==> config.mk <==
export PLATFORM = sky130hd
export DESIGN_NAME = decodeStage
export DESIGN_NICKNAME = d
export VERILOG_FILES = /design/src/design/procPkg.sv /design/src/design/decodeStage.sv
export SDC_FILE = /design/constraint.sdc
export NUM_CORES = 1
export LEC_CHECK = 0
export BUFFER_PORTS_ARGS = -buffer_cell sky130_fd_sc_hd__buf_2
export CORE_MARGIN = 5
export CORE_UTILIZATION = 51
export DETAILED_ROUTE_END_ITERATION = 7
export PLACE_DENSITY = 0.78
export REMOVE_ABC_BUFFERS = 1
export SYNTH_ARGS = -nofsm -noshare
export SYNTH_HDL_FRONTEND = slang
export SYNTH_SLANG_ARGS = --single-unit
==> constraint.sdc <==
create_clock -name clk -period 3.4 [get_ports clk]
set_input_delay 0.34 -clock clk [delete_from_list [all_inputs] [get_ports clk]]
set_output_delay 0.34 -clock clk [all_outputs]
set_load 0.01 [all_outputs]
==> src/design/procPkg.sv <==
package procPkg;

   typedef logic [15:0] wordT;
   typedef logic [2:0]  regIdxT;

   // Opcodes of the kept subset, the rest decode as illegal
   typedef enum logic [4:0] {
      OpHalt  = 5'b00000,
      OpNop   = 5'b00001,
      OpJ     = 5'b00100,
      OpAddi  = 5'b01000,
      OpSubi  = 5'b01001,
      OpXori  = 5'b01010,
      OpAndni = 5'b01011,
      OpBeqz  = 5'b01100,
      OpBnez  = 5'b01101,
      OpSt    = 5'b10000,
      OpLd    = 5'b10001,
      OpLbi   = 5'b11000,
      OpAlu   = 5'b11011,
      OpSeq   = 5'b11100,
      OpSlt   = 5'b11101
   } opcodeE;

   // Low two bits match the immediate opcodes and the R-format function field
   typedef enum logic [2:0] {
      AluAdd   = 3'd0,
      AluSub   = 3'd1,
      AluXor   = 3'd2,
      AluAndn  = 3'd3,
      AluSlt   = 3'd4,
      AluSeq   = 3'd5,
      AluPassB = 3'd6
   } aluOpE;

   typedef struct packed {
      opcodeE     opcode;
      regIdxT     rs;
      regIdxT     rt;
      regIdxT     rd;
      logic [1:0] func;
   } rFormatT;

   typedef struct packed {
      opcodeE     opcode;
      regIdxT     rs;
      regIdxT     rd;
      logic [4:0] imm;
   } iFormatT;

   typedef struct packed {
      opcodeE     opcode;
      regIdxT     rs;
      logic [7:0] imm;
   } byteFormatT;

   typedef struct packed {
      opcodeE      opcode;
      logic [10:0] disp;
   } jFormatT;

   typedef union packed {
      rFormatT    r;
      iFormatT    i;
      byteFormatT b;
      jFormatT    j;
   } instrU;

   typedef struct packed {
      aluOpE aluOp;
      logic  aluSrcImm;
      logic  regWrite;
      logic  memRead;
      logic  memWrite;
      logic  memToReg;
      logic  isHalt;
      logic  illegal;
      logic  valid;
   } ctrlT;

   typedef struct packed {
      ctrlT   ctrl;
      regIdxT rsIdx;
      regIdxT rtIdx;
      regIdxT rdIdx;
      wordT   rsVal;
      wordT   rtVal;
      wordT   imm;
   } decExT;

   typedef struct packed {
      ctrlT   ctrl;
      regIdxT rdIdx;
      wordT   aluResult;
      wordT   storeData;
   } exResT;

   // Valid marks a register write, one cycle per retired instruction
   typedef struct packed {
      logic   valid;
      regIdxT rdIdx;
      wordT   data;
      logic   isHalt;
      logic   illegal;
   } wbT;

endpackage
==> src/design/decodeStage.sv <==
`timescale 1ns/10ps

module decodeStage (
   input  logic           clk,
   input  logic           arstN,
   input  logic           run,
   input  procPkg::instrU instr,
   input  procPkg::wordT  pcPlusTwo,
   input  logic           instrValid,
   input  procPkg::exResT exRes,
   input  procPkg::wbT    wb,
   output procPkg::decExT decEx,
   output logic           stall,
   output logic           redirect,
   output procPkg::wordT  newPc
);

   procPkg::wordT   regFile [8];
   procPkg::ctrlT   ctrl;
   procPkg::regIdxT rsIdx;
   procPkg::regIdxT rtIdx;
   procPkg::regIdxT rdIdx;
   procPkg::wordT   rsVal;
   procPkg::wordT   rtVal;
   procPkg::wordT   imm;
   logic            readsRs;
   logic            readsRt;
   logic            isBranch;
   logic            isJump;
   logic            taken;
   logic            loadUse;
   logic            branchHazard;

   // Store data sits in bits 7:5 like the R-format rt
   assign rsIdx = instr.r.rs;
   assign rtIdx = instr.r.rt;

   always_comb begin
      ctrl       = '0;
      ctrl.valid = 1'b1;
      ctrl.aluOp = procPkg::AluAdd;
      rdIdx      = instr.i.rd;
      imm        = {{11{instr.i.imm[4]}}, instr.i.imm};
      readsRs    = 1'b0;
      readsRt    = 1'b0;
      isBranch   = 1'b0;
      isJump     = 1'b0;
      case (instr.r.opcode)
         procPkg::OpHalt: ctrl.isHalt = 1'b1;
         procPkg::OpNop: ;
         procPkg::OpAddi, procPkg::OpSubi, procPkg::OpXori, procPkg::OpAndni: begin
            ctrl.aluOp     = procPkg::aluOpE'({1'b0, instr.r.opcode[1:0]});
            ctrl.aluSrcImm = 1'b1;
            ctrl.regWrite  = 1'b1;
            readsRs        = 1'b1;
         end
         procPkg::OpLbi: begin
            // Destination is the rs field
            ctrl.aluOp     = procPkg::AluPassB;
            ctrl.aluSrcImm = 1'b1;
            ctrl.regWrite  = 1'b1;
            rdIdx          = instr.b.rs;
            imm            = {{8{instr.b.imm[7]}}, instr.b.imm};
         end
         procPkg::OpLd: begin
            ctrl.aluSrcImm = 1'b1;
            ctrl.regWrite  = 1'b1;
            ctrl.memRead   = 1'b1;
            ctrl.memToReg  = 1'b1;
            readsRs        = 1'b1;
         end
         procPkg::OpSt: begin
            ctrl.aluSrcImm = 1'b1;
            ctrl.memWrite  = 1'b1;
            readsRs        = 1'b1;
            readsRt        = 1'b1;
         end
         procPkg::OpAlu, procPkg::OpSeq, procPkg::OpSlt: begin
            if (instr.r.opcode == procPkg::OpSeq) begin
               ctrl.aluOp = procPkg::AluSeq;
            end else if (instr.r.opcode == procPkg::OpSlt) begin
               ctrl.aluOp = procPkg::AluSlt;
            end else begin
               ctrl.aluOp = procPkg::aluOpE'({1'b0, instr.r.func});
            end
            ctrl.regWrite = 1'b1;
            rdIdx         = instr.r.rd;
            readsRs       = 1'b1;
            readsRt       = 1'b1;
         end
         procPkg::OpBeqz, procPkg::OpBnez: begin
            isBranch = 1'b1;
            readsRs  = 1'b1;
            imm      = {{8{instr.b.imm[7]}}, instr.b.imm};
         end
         procPkg::OpJ: begin
            isJump = 1'b1;
            imm    = {{5{instr.j.disp[10]}}, instr.j.disp};
         end
         default: ctrl.illegal = 1'b1;
      endcase
      if (!instrValid) begin
         ctrl = '0;
      end
   end

   // Write before read
   assign rsVal = (wb.valid && wb.rdIdx == rsIdx) ? wb.data : regFile[rsIdx];
   assign rtVal = (wb.valid && wb.rdIdx == rtIdx) ? wb.data : regFile[rtIdx];

   assign taken = isJump ||
                  (isBranch && ((rsVal == '0) == (instr.r.opcode == procPkg::OpBeqz)));
   assign newPc = pcPlusTwo + (imm << 1);

   // Load data is only ready once the load has left the result stage
   assign loadUse = decEx.ctrl.valid && decEx.ctrl.memRead &&
                    ((readsRs && decEx.rdIdx == rsIdx) || (readsRt && decEx.rdIdx == rtIdx));

   // Branch compares in decode, so wait until rs can come from the register file
   assign branchHazard = isBranch &&
                         ((decEx.ctrl.regWrite && decEx.rdIdx == rsIdx) ||
                          (exRes.ctrl.regWrite && exRes.rdIdx == rsIdx));

   assign stall    = instrValid && (loadUse || branchHazard);
   assign redirect = instrValid && !stall && taken;

   always_ff @(posedge clk or negedge arstN) begin
      if (!arstN) begin
         for (int i = 0; i < 8; i++) begin
            regFile[i] <= '0;
         end
      end else if (wb.valid) begin
         regFile[wb.rdIdx] <= wb.data;
      end
   end

   always_ff @(posedge clk or negedge arstN) begin
      if (!arstN) begin
         decEx <= '0;
      end else if (run) begin
         if (stall) begin
            decEx.ctrl <= '0;
         end else begin
            decEx.ctrl <= ctrl;
         end
         decEx.rsIdx <= rsIdx;
         decEx.rtIdx <= rtIdx;
         decEx.rdIdx <= rdIdx;
         decEx.rsVal <= rsVal;
         decEx.rtVal <= rtVal;
         decEx.imm   <= imm;
      end
   end

endmodule

======== Word-level counts from Yosys, hierarchy flattened ========
Cells that the tools add are included.
cells by class
  add/subtract/negate cells ............... 1
  $lt $le $gt $ge ......................... 4
  equal/unequal tests ..................... 20
  muxes and demuxes ....................... 28
  bitwise gates (word level) .............. 3
  reduce and logical (&&, ||, !) cells .... 30
operators with widths
  operator                                                               number
  128-bit bitwise mux                                                    1
  16-bit 2-to-1 mux                                                      7
  16-bit binary-select mux with 3-bit select                             2
  16-bit demux with 3-bit select                                         1
  16-bit case mux with 2 select lines                                    1
  5-bit by 4-bit equality test with 1-bit output, second input constant  6
  5-bit equality test, second input constant                             6
  11-bit 2-to-1 mux                                                      2
  16-bit adder                                                           1
  16-bit logical NOT                                                     1
  3-bit equality test                                                    5
  15-bit OR reduction                                                    1
  1-bit logical AND                                                      14
  4-bit greater-or-equal comparator, second input constant               3
  3-bit NOT with 4-bit output                                            3
  11-bit OR reduction                                                    1
  1-bit 2-to-1 mux                                                       10
  3-bit case mux with 3 select lines                                     1
  9-bit OR reduction                                                     1
  4-bit OR reduction                                                     2
  7-bit OR reduction                                                     1
  3-bit 2-to-1 mux                                                       2
  3-bit case mux with 2 select lines                                     1
  3-bit OR reduction                                                     2
  other kinds (8)                                                        11
storage, ports and cells
  register bits ........................... 196
  input bits .............................. 104
  output and inout bits ................... 86
  logic and storage cells ................. 109

======== Logic depth before layout (Yosys ltp) ========
Gate-level depths: netlist of the first run.
  depth after elaboration ................. 11
  mapped depth ............................ 14
  mapped depth without buffers ............ 13

======== Least setup slack after synthesis of the first run ========
Ideal clock, no wire load.
  path type ............................... input port to output port
  start point ............................. in instr[14] (netlist name)
  end point ............................... out newPc[15]
  data arrival time ....................... 3.091 ns
  required time ........................... 3.060 ns
  setup slack ............................. -0.031 ns
  cell stages on the path ................. 13
  buffers on the path ..................... 1
  cell sequence ........................... buf_1 -> nand2_1 -> nor3_1 -> a21oi_1 -> nor2_1 -> mux2_2 -> ha_1 -> or3_1 -> o211ai_1 -> nand3_1 -> a31o_2 -> a21oi_1 -> xnor2_1
between the ends
  word-level cells in the longest chain between the ends .. 4
  elaborated cells between the ends (all ways) .. 7
  those cells by class .................... add/sub: 1; eq/ne: 4; mux: 1; reduce/logical: 1
ends and longest elaborated chain
  item                                                                                          RTL line            text
  start: declaration                                                                            decodeStage.sv:7    input procPkg::instrU instr,
  5-bit by 4-bit equality test with 1-bit output / 5-bit equality test (equally long branches)  decodeStage.sv:48   case (instr.r.opcode)
  3-bit OR reduction (no source line)                                                           n/a
  16-bit case mux with 2 select lines (*)                                                       decodeStage.sv:48
  via imm[6]                                                                                    decodeStage.sv:25   procPkg::wordT imm;
  16-bit adder (*)                                                                              decodeStage.sv:113  assign newPc = pcPlusTwo + (imm << 1);
  end: declaration                                                                              decodeStage.sv:15   output procPkg::wordT newPc
The timed path passes the listed nets; every way through them passes the cells marked *.

======== Final worst setup path of the first run ========
  start point ............................. reg regFile[15] (netlist name)
  end point ............................... out redirect
between the ends
  word-level cells in the longest chain between the ends .. 9
ends and longest elaborated chain
  item                                                   RTL line            text
  start: declaration                                     decodeStage.sv:18   procPkg::wordT regFile [8];
  start signal: indexed assignment                       decodeStage.sv:133  regFile[wb.rdIdx] <= wb.data;
  16-bit binary-select mux with 3-bit select             decodeStage.sv:108  assign rsVal = (wb.valid && wb.rdIdx == rsIdx) ? wb.data : regFile[rsIdx];
  16-bit 2-to-1 mux (not written as such) (2 in series)  decodeStage.sv:108
  16-bit 2-to-1 mux                                      decodeStage.sv:108
  16-bit logical NOT                                     decodeStage.sv:112  (isBranch && ((rsVal == '0) == (instr.r.opcode == procPkg::OpBeqz)));
  1-bit equality test                                    decodeStage.sv:112
  1-bit logical AND                                      decodeStage.sv:112
  1-bit logical OR                                       decodeStage.sv:111  assign taken = isJump ||
  1-bit logical AND                                      decodeStage.sv:125  assign redirect = instrValid && !stall && taken;
  end: declaration                                       decodeStage.sv:14   output logic redirect,
Every way passes these cells. The select of a mux whose other input is x is not followed.

==> flow_summary.ini, run 1 <==
[synth]
synthCells = 863
ys_seq_area_frac = 0.441
synth_ff_type = dfrtp_1
yosysWarningCount = 0
ys_ff_latch = 190
yosysUniqueCellTypes = 54
synthArstFlopShare = 1.00
avgSynthCellArea_sq_um = 12.5
synth_enable_flop_cells = 0
netlist_area_sq_um = 10800

[global_route]
grt_first_pass_wirelength_mm = 43.6
antenna_found_initial = 0
grt_overflow = 0
grt_start_max_net_pins = 72
grt_usage = 0.231
grt_pass1_vias = 7911

[power]
p_leak_nw = 5.65
ir_drop_mv = 0.403
power_density_nw_per_um2 = 570

[setup_path]
reg2regPathDepth = 8
cp_top_family = compound AO/OA/AOI/OAI gates
critPathKind = reg2out
r2r_setup_slack_ps = 890
slowest_stage = o41ai_4
worstReg2RegEnd = decEx[58]
required_ps = 3060
path_depth = 9
crit_fanout = 3
critPathBufInv = 1
cp_slowest_stage_delay_ps = 490
cp-start-kind = register
end_kind = output port
reg2reg_from = decEx[49]
crit_chain = mux4_2 -> mux2i_1 -> nand2_1 -> o21ai_1 -> nand4_1 -> o41ai_4 -> xnor2_1 -> nor3_2 -> buf_2
crit_arrival_ps = 2980

[sta]
relSlewSlack = 0.546
finalCritPeriodShare = 0.977
setup_viol = 0
clock_skew_ps = 9.54
slew_violations = 0
hold_viol = 0
fin_hold_ws_ps = 186
post-route-min-period_ps = 3320
max_freq_ghz = 0.301
worstMarginPinSlew_ps = 682
layout_setup_ws_ps = 79.5

[drt]
drc = 0
initialDrtViolationCount = 581
wire_per_inst_microns = 21.9
drtPass1Iterations = 5
ant_nets = 0
vias_per_cell = 6.03
vias = 7690
routed_wl_mm = 27.9

[floorplanning]
start_util = 0.515
die_width_microns = 155
core_sq_um = 21000
dieHeight_microns = 155
rows = 53
die_area_sq_um = 24200
num_io_pins = 190

[cts]
h-tree-depth = 4
clock_path_buffers = 2
clkTransAtPathRegs_ps = 70
post_cts_buffers = 0
clock_latency_ps = 440
cts_tree = built
cts_buffers = 17
clock-sinks = 190
ctsRootBufferMaster = clkbuf_16

[status]
status = complete, no violations

[job]
maxCapViolCount = 0

[final_layout]
drive_gt1_frac = 0.448
nets = 1105
fill_cells = 1671
area_growth_pct = 15.9

[min_path]
hold_depth = 2
min-delay-path-class = in2reg
min-delay-start = instr[1]
hold_end = decEx[1]

[place]
io_buffer_count = 143
place_ws_ps = 24.1
globalplace.congestion = 0.896
place_hpwl_mm = 18.2
## area by class of cell
| type | count | area (sq um) | area share |
|---|---|---|---|
| antenna | 2 | 5.00 | 0.000400 |
| clock buffer | 18 | 439 | 0.0351 |
| clock inverter | 13 | 188 | 0.0150 |
| inverter | 47 | 176 | 0.0141 |
| multi-input combinational | 546 | 5500 | 0.440 |
| sequential | 190 | 4750 | 0.380 |
| tap | 275 | 344 | 0.0275 |
| timing repair buffer | 184 | 1100 | 0.0881 |
## cells in the final DEF (no fill, tap or decap), types with 19 or more instances in the layout
cell,synthesis,final
mux4_2,58,58
mux2i_1,50,50
buf_4,8,37
a21oi_1,21,19
inv_1,47,47
nand2_1,49,49
dfrtp_1,190,190
xnor2_1,20,20
nor2_1,26,25
buf_2,21,140
o21ai_0,35,31
mux2_2,150,150
## logic make-up (layout without fill, tap and decap cells)
| logic type | Yosys count | in the layout | share of synthesized area |
|---|---|---|---|
| buffers and inverters | 127 | 262 | 0.0562 |
| other | 0 | 2 | 0 |
| adder cells (fa/ha/maj) | 15 | 15 | 0.0181 |
| multiplexers | 264 | 264 | 0.339 |
| AO/OA/AOI/OAI | 108 | 108 | 0.0645 |
| flip-flops | 190 | 190 | 0.441 |
| AND/OR/NAND/NOR | 129 | 129 | 0.0578 |
| XOR/XNOR | 30 | 30 | 0.0243 |
## registers in the layout, summed over array words and instances (netlist names)
name and flops:
decEx 62, regFile 128
## where the power goes
part | internal, W | switching [W]
sequential | 0.00274 | 0.000330
combinational | 0.00102 | 0.000891
clock | 0.00125 | 0.000897
## metrics by stage
stage | area (sq um) | TNS (ps) | std cells | power (W) | utilization
2_1_floorplan | 10400 | 0 | 783 | 0.00422 | -
3_3_place_gp | 11800 | 0 | 1240 | 0.00488 | 0.562
3_5_place_dp | 11800 | 0 | 1240 | 0.00498 | 0.562
4_1_cts | 12400 | 0 | 1272 | 0.00714 | 0.593
5_1_grt | 12500 | -13.8 | 1273 | 0.00749 | 0.597
6_report | 12500 | 0 | 1275 | 0.00713 | 0.597
## synthesized netlist by cell type, types with 3 or more instances
library cell / instances / area, sq um
a21oi_1: 21 / 105
a22oi_1: 4 / 30.0
a31oi_1: 4 / 25.0
buf_1: 6 / 22.5
buf_2: 21 / 105
buf_4: 8 / 60.1
buf_6: 5 / 56.3
clkbuf_1: 37 / 139
dfrtp_1: 190 / 4750
ha_1: 14 / 175
inv_1: 47 / 176
mux2_2: 150 / 1690
mux2i_1: 50 / 500
mux4_1: 6 / 158
mux4_2: 58 / 1310
nand2_1: 49 / 184
nand2b_1: 5 / 31.3
nand3_1: 3 / 15.0
nand3b_1: 3 / 22.5
nand4_1: 7 / 43.8
nand4b_1: 3 / 26.3
nor2_1: 26 / 97.6
nor2b_1: 6 / 37.5
nor3_1: 13 / 65.1
o211ai_1: 18 / 135
o21ai_0: 35 / 175
o21ai_1: 6 / 30.0
o32ai_1: 3 / 26.3
xnor2_1: 20 / 175
xor2_1: 10 / 87.6
## per-layer routing
| layer | part of all wire | vias up | global-route usage |
|---|---|---|---|
| met1 | 0.43 | 3935 | 0.311 |
| met5 | 0 | - | 0 |
| met2 | 0.49 | 322 | 0.378 |
| li1 | - | 3389 | - |
| met3 | 0.075 | 44 | 0.0567 |
| met4 | 0.014 | 0 | 0.0592 |
## what timing repair did
item                                   CTS  global route
hold buffers                             1             0
gates resized for setup                  0            18
setup endpoints to repair                0             3
endpoints found under the hold margin   53             0
## worst max-delay path by stage
stage	from	end	slack [ps]
final	regFile[15]	redirect	80
after global routing	regFile[78]	redirect	-10
after CTS	instr[8]	redirect	20
after detailed placement	instr[8]	redirect	20
after global placement	instr[13]	newPc[15]	110
after floorplan	instr[14]	newPc[15]	350
Power figures use the tool's default switching activity.
==> run 2, diff against run 1 <==
--- a/config.mk
+++ b/config.mk
@@ -6,6 +6,7 @@
 export NUM_CORES = 1
 export LEC_CHECK = 0
 export BUFFER_PORTS_ARGS = -buffer_cell sky130_fd_sc_hd__buf_2
+export CORE_ASPECT_RATIO = 0.7
 export CORE_MARGIN = 5
 export CORE_UTILIZATION = 51
 export DETAILED_ROUTE_END_ITERATION = 7
==> run 2 against run 1 <==
Compared with the run above:
- setup slack gained 22 ps
- combinational power increased by 3%
- die area rose by 0.19%
- the run now ends with negative hold slack left
- clock skew about the same
- utilization rose by 1.3 points
- cell count is 1.4% higher
- register-to-register slack improved by 40 ps
- critical path type is now in2out
- total power shrank 0.29%
- sequential share of layout area down 0.45 points
==> flow_summary.ini, run 2 (same netlist as run 1, synthesis figures left out) <==
[drt]
wire_per_inst_microns = 22.0
vias_per_cell = 5.97
drtPass1Iterations = 5
initialDrtViolationCount = 700
drc = 0
vias = 7720
routed_wl_mm = 28.4
ant_nets = 0

[final_layout]
area_growth_pct = 17.3
reg.largest.list = regFile: 128 flops, decEx: 62 flops
largest_reg_flops = 128
top_register = regFile
final_area_sq_um = 12700
stdcell_count = 1293
multi_input_area_sq_um = 5520
drive_gt1_frac = 0.460
final_common_cell = dfrtp_1
fill_cells = 1610
antenna-diode-count = 0
regArea_sq_um = 4750
final_cell_mix = dfrtp_1, mux2_2, buf_2
nets = 1123

[setup_path]
crit_fanout = 4
end_kind = output port
cp-start-kind = input pin
critPathLaunch = instr[13]
crit_arrival_ps = 2960
required_ps = 3060
reg2reg_from = decEx[49]
critPathKind = in2out

[cts]
clock_path_buffers = 2
clkTransAtPathRegs_ps = 70
ctsHoldBuffers = 0
clock_latency_ps = 430
cts_tree = built
h-tree-depth = 4
cts_buffers = 17
clock-sinks = 190
ctsRootBufferMaster = clkbuf_16

[status]
status = finished with violations
violations = negative hold slack

[sta]
max_freq_ghz = 0.303
clock_skew_ps = 9.06
relSlewSlack = 0.415
setup_viol = 0
post-route-min-period_ps = 3300
slew_violations = 0
finalCritPeriodShare = 0.970
hold_viol = 6
fin_hold_ws_ps = -21.8
worstMarginPinSlew_ps = 878

[place]
globalplace.congestion = 0.846
place_hpwl_mm = 18.6
dp.cells = 1256
io_buffer_count = 143
dpl-instance-area_sq_um = 11900

[floorplanning]
rows = 44
dieHeight_microns = 132
die_width_microns = 184
start_util = 0.520
num_io_pins = 190
core_sq_um = 20800
die_area_sq_um = 24200

[global_route]
grt_usage = 0.233
grt_overflow = 0
antenna_found_initial = 1
grt_first_pass_wirelength_mm = 44.5
grt_start_max_net_pins = 106
grt_pass1_vias = 7842

[power]
power_density_nw_per_um2 = 562
ir_drop_mv = 0.379
p_leak_nw = 5.73

[min_path]
min-delay-path-class = in2async

[job]
maxCapViolCount = 0
[run 2: layout make-up]
cell class                 instances  area share
clock buffer                      20      0.0353
clock inverter                    12      0.0128
inverter                          47      0.0139
multi-input combinational        546       0.436
sequential                       190       0.376
tap                              276      0.0273
timing repair buffer             202      0.0990
[run 2: final timing paths]
| kind | end | slack, ps | cells past startpoint |
|---|---|---|---|
| setup / recovery | newPc[15] | 100 | 14 |
| hold / removal | regFile[118] | -20 | 1 |
| setup reg to reg | decEx[61] | 930 | 8 |
| hold reg to reg | decEx[8] | 500 | 1 |
| max in group asynchronous | regFile[56] | 2520 | 2 |
| min in group clk | decEx[1] | 190 | 2 |
[run 2: where the power goes]
group          total [W]  internal, W  switching, W  leakage, nW
Combinational    0.00197      0.00106      0.000911         3.15
Sequential       0.00307      0.00274      0.000330         2.30
Clock            0.00207      0.00118      0.000890        0.287
Total            0.00711      0.00498       0.00213         5.73
[run 2: per-layer routing]
| layer | vias to the layer above | GRT usage | routed length (microns) |
|---|---|---|---|
| li1 | 3434 | - | - |
| met1 | 3962 | 0.343 | 12300 |
| met2 | 292 | 0.360 | 13800 |
| met3 | 30 | 0.0506 | 1880 |
| met4 | 2 | 0.0517 | 402 |
| met5 | - | 0 | 7 |
[run 2: stage by stage]
step	TNS [ps]	total power, W	hold WS [ps]	setup WS [ps]	util
2_1_floorplan	0	0.00422	44.4	350	-
6_report	0	0.00711	-21.8	102	0.610
5_1_grt	-71.0	0.00748	62.4	-37.9	0.610
3_5_place_dp	0	0.00503	483	72.8	0.574
3_3_place_gp	0	0.00493	476	59.0	0.574
4_1_cts	0	0.00711	41.7	27.4	0.603
[run 2: critical path, cell delays in order]
cell	delay, ps
buf_2	130
nor2b_2	160
a21oi_1	210
nor2_1	80
buf_4	160
mux2_2	290
ha_2	180
or3_4	390
o211ai_1	250
nand3_1	140
a31o_2	220
a21oi_2	140
xnor2_1	120
buf_2	140
[run 2: repair_timing]
item / CTS / global route
setup endpoints to repair: 0 / 3
buffers inserted: 0 / 4
resized for setup: 0 / 20
==> run 3, diff against run 2 <==
--- a/config.mk
+++ b/config.mk
@@ -5,7 +5,8 @@
 export SDC_FILE = /design/constraint.sdc
 export NUM_CORES = 1
 export LEC_CHECK = 0
-export BUFFER_PORTS_ARGS = -buffer_cell sky130_fd_sc_hd__buf_2
+export ABC_CLOCK_PERIOD_IN_PS = 3400
+export BUFFER_PORTS_ARGS = -buffer_cell sky130_fd_sc_hd__clkbuf_2
 export CORE_ASPECT_RATIO = 0.7
 export CORE_MARGIN = 5
 export CORE_UTILIZATION = 51
==> run 3 against run 2 <==
Compared with the run above:
- the flow now finishes without violations
- clock-buffer cell count stayed put
- clock skew down 1.2 ps
- routed wire length fell by 2.8%
- largest cell class unchanged
- critical path type is now reg2out
- sequential cell count is the same
- total power fell by 1.9%
- register-to-register slack is essentially flat
- sequential power hardly changed
- worst hold slack better by 200 ps
- via count down 0.89%
==> flow_summary.ini, run 3 (same netlist as run 1, synthesis figures left out) <==
[place]
globalplace.congestion = 0.859
dp.cells = 1266
io_buffer_count = 143
place_hpwl_mm = 18.3

[drt]
vias = 7651
ant_nets = 0
vias_per_cell = 5.91
routed_wl_mm = 27.6
initialDrtViolationCount = 656
drtPass1Iterations = 5
wire_per_inst_microns = 21.3
drc = 0

[sta]
post-route-min-period_ps = 3270
relSlewSlack = 0.516
fin_tns_setup_ps = 0
hold_viol = 0
clock_skew_ps = 7.91
slew_violations = 0
worstMarginPinSlew_ps = 725
max_freq_ghz = 0.306
setup_viol = 0
finalCritPeriodShare = 0.961

[floorplanning]
rows = 44
core_sq_um = 20800
dieHeight_microns = 132
die_area_sq_um = 24200
die_width_microns = 184
start_util = 0.520
num_io_pins = 190

[status]
status = complete, no violations

[power]
p_leak_nw = 5.77
ir_drop_mv = 0.408
power_density_nw_per_um2 = 549

[setup_path]
slowest_stage = mux4_2
cp_slowest_stage_delay_ps = 490
required_ps = 3060
cp-start-kind = register
crit_fanout = 3
critPathBufInv = 1
crit_chain = mux4_2 -> mux2i_1 -> nand2_1 -> o21ai_0 -> nand4_1 -> o41ai_4 -> xnor2_1 -> nor3_2 -> clkbuf_2
path_depth = 9
critPathKind = reg2out
crit_arrival_ps = 2930
critPathLaunch = regFile[15]
worstReg2RegEnd = decEx[58]
r2r_setup_slack_ps = 930
reg2reg_from = decEx[49]
end_kind = output port
cp_top_family = multiplexers
critPathCapture = redirect
reg2regPathDepth = 8

[global_route]
grt_first_pass_wirelength_mm = 44.6
grt_usage = 0.233
antenna_found_initial = 1
grt_overflow = 0
grt_pass1_vias = 7921
grt_start_max_net_pins = 88

[final_layout]
top_register = regFile
nets = 1129
largest_reg_flops = 128
final_cell_mix = dfrtp_1, mux2_2, clkbuf_2
stdcell_count = 1294
antenna-diode-count = 0
area_growth_pct = 17.8
final_common_cell = dfrtp_1
reg.largest.list = regFile: 128 flops, decEx: 62 flops
drive_gt1_frac = 0.464

[min_path]
min-delay-path-class = in2reg

[cts]
clock_latency_ps = 430
clkTransAtPathRegs_ps = 60
cts_tree = built
post_cts_buffers = 0
clock-sinks = 190
clock_path_buffers = 2
cts_buffers = 17
h-tree-depth = 4
ctsRootBufferMaster = clkbuf_16

[job]
maxCapViolCount = 0
## run 3: worst min-delay path by stage
stage / start / end / slack [ps] / cells after the start
final: instr[1] / decEx[1] / 180 / 2
after global routing: instr[1] / decEx[1] / 170 / 2
after CTS: instr[0] / decEx[0] / 170 / 2
after detailed placement: arstN / decEx[22] / 460 / 1
after global placement: arstN / regFile[54] / 450 / 1
after floorplan: arstN / decEx[0] / 40 / 0
## run 3: layout make-up
type                    count  area, sq um
fillers                  1629         8040
repair buffers            208         1320
well taps                 276          345
clock buffers              20          447
multi-input cells         546         5580
flip-flops and latches    190         4750
clock inverters             7         93.8
inverters                  47          176
## run 3: timing repair
action	CTS	global route
endpoints found under the setup margin	2	3
endpoints found under the hold margin	18	0
hold buffers	1	0
gates cloned	0	0
pin swaps	7	14
gates resized for setup	7	36
## run 3: per-layer routing
metal / vias to the layer above / GRT usage / part of all wire
met5: - / 0 / 0.00043
met4: 2 / 0.0681 / 0.019
met3: 37 / 0.0428 / 0.053
met2: 244 / 0.359 / 0.47
met1: 3915 / 0.340 / 0.46
li1: 3453 / - / -
## run 3: stage by stage
step	utilization	cell area (sq um)	setup slack [ps]	power [W]	hold slack, ps
4_1_cts	0.606	12600	10.1	0.00698	172
5_1_grt	0.613	12700	-4.82	0.00736	173
3_3_place_gp	0.578	12000	44.0	0.00496	454
6_report	0.613	12700	133	0.00698	180
2_1_floorplan	-	10400	350	0.00422	44.4
3_5_place_dp	0.578	12000	8.48	0.00505	455
## run 3: power by group
part	internal, W	switching (W)
registers	0.00274	0.000335
logic	0.00109	0.000906
clock network	0.00108	0.000828
total	0.00491	0.00207
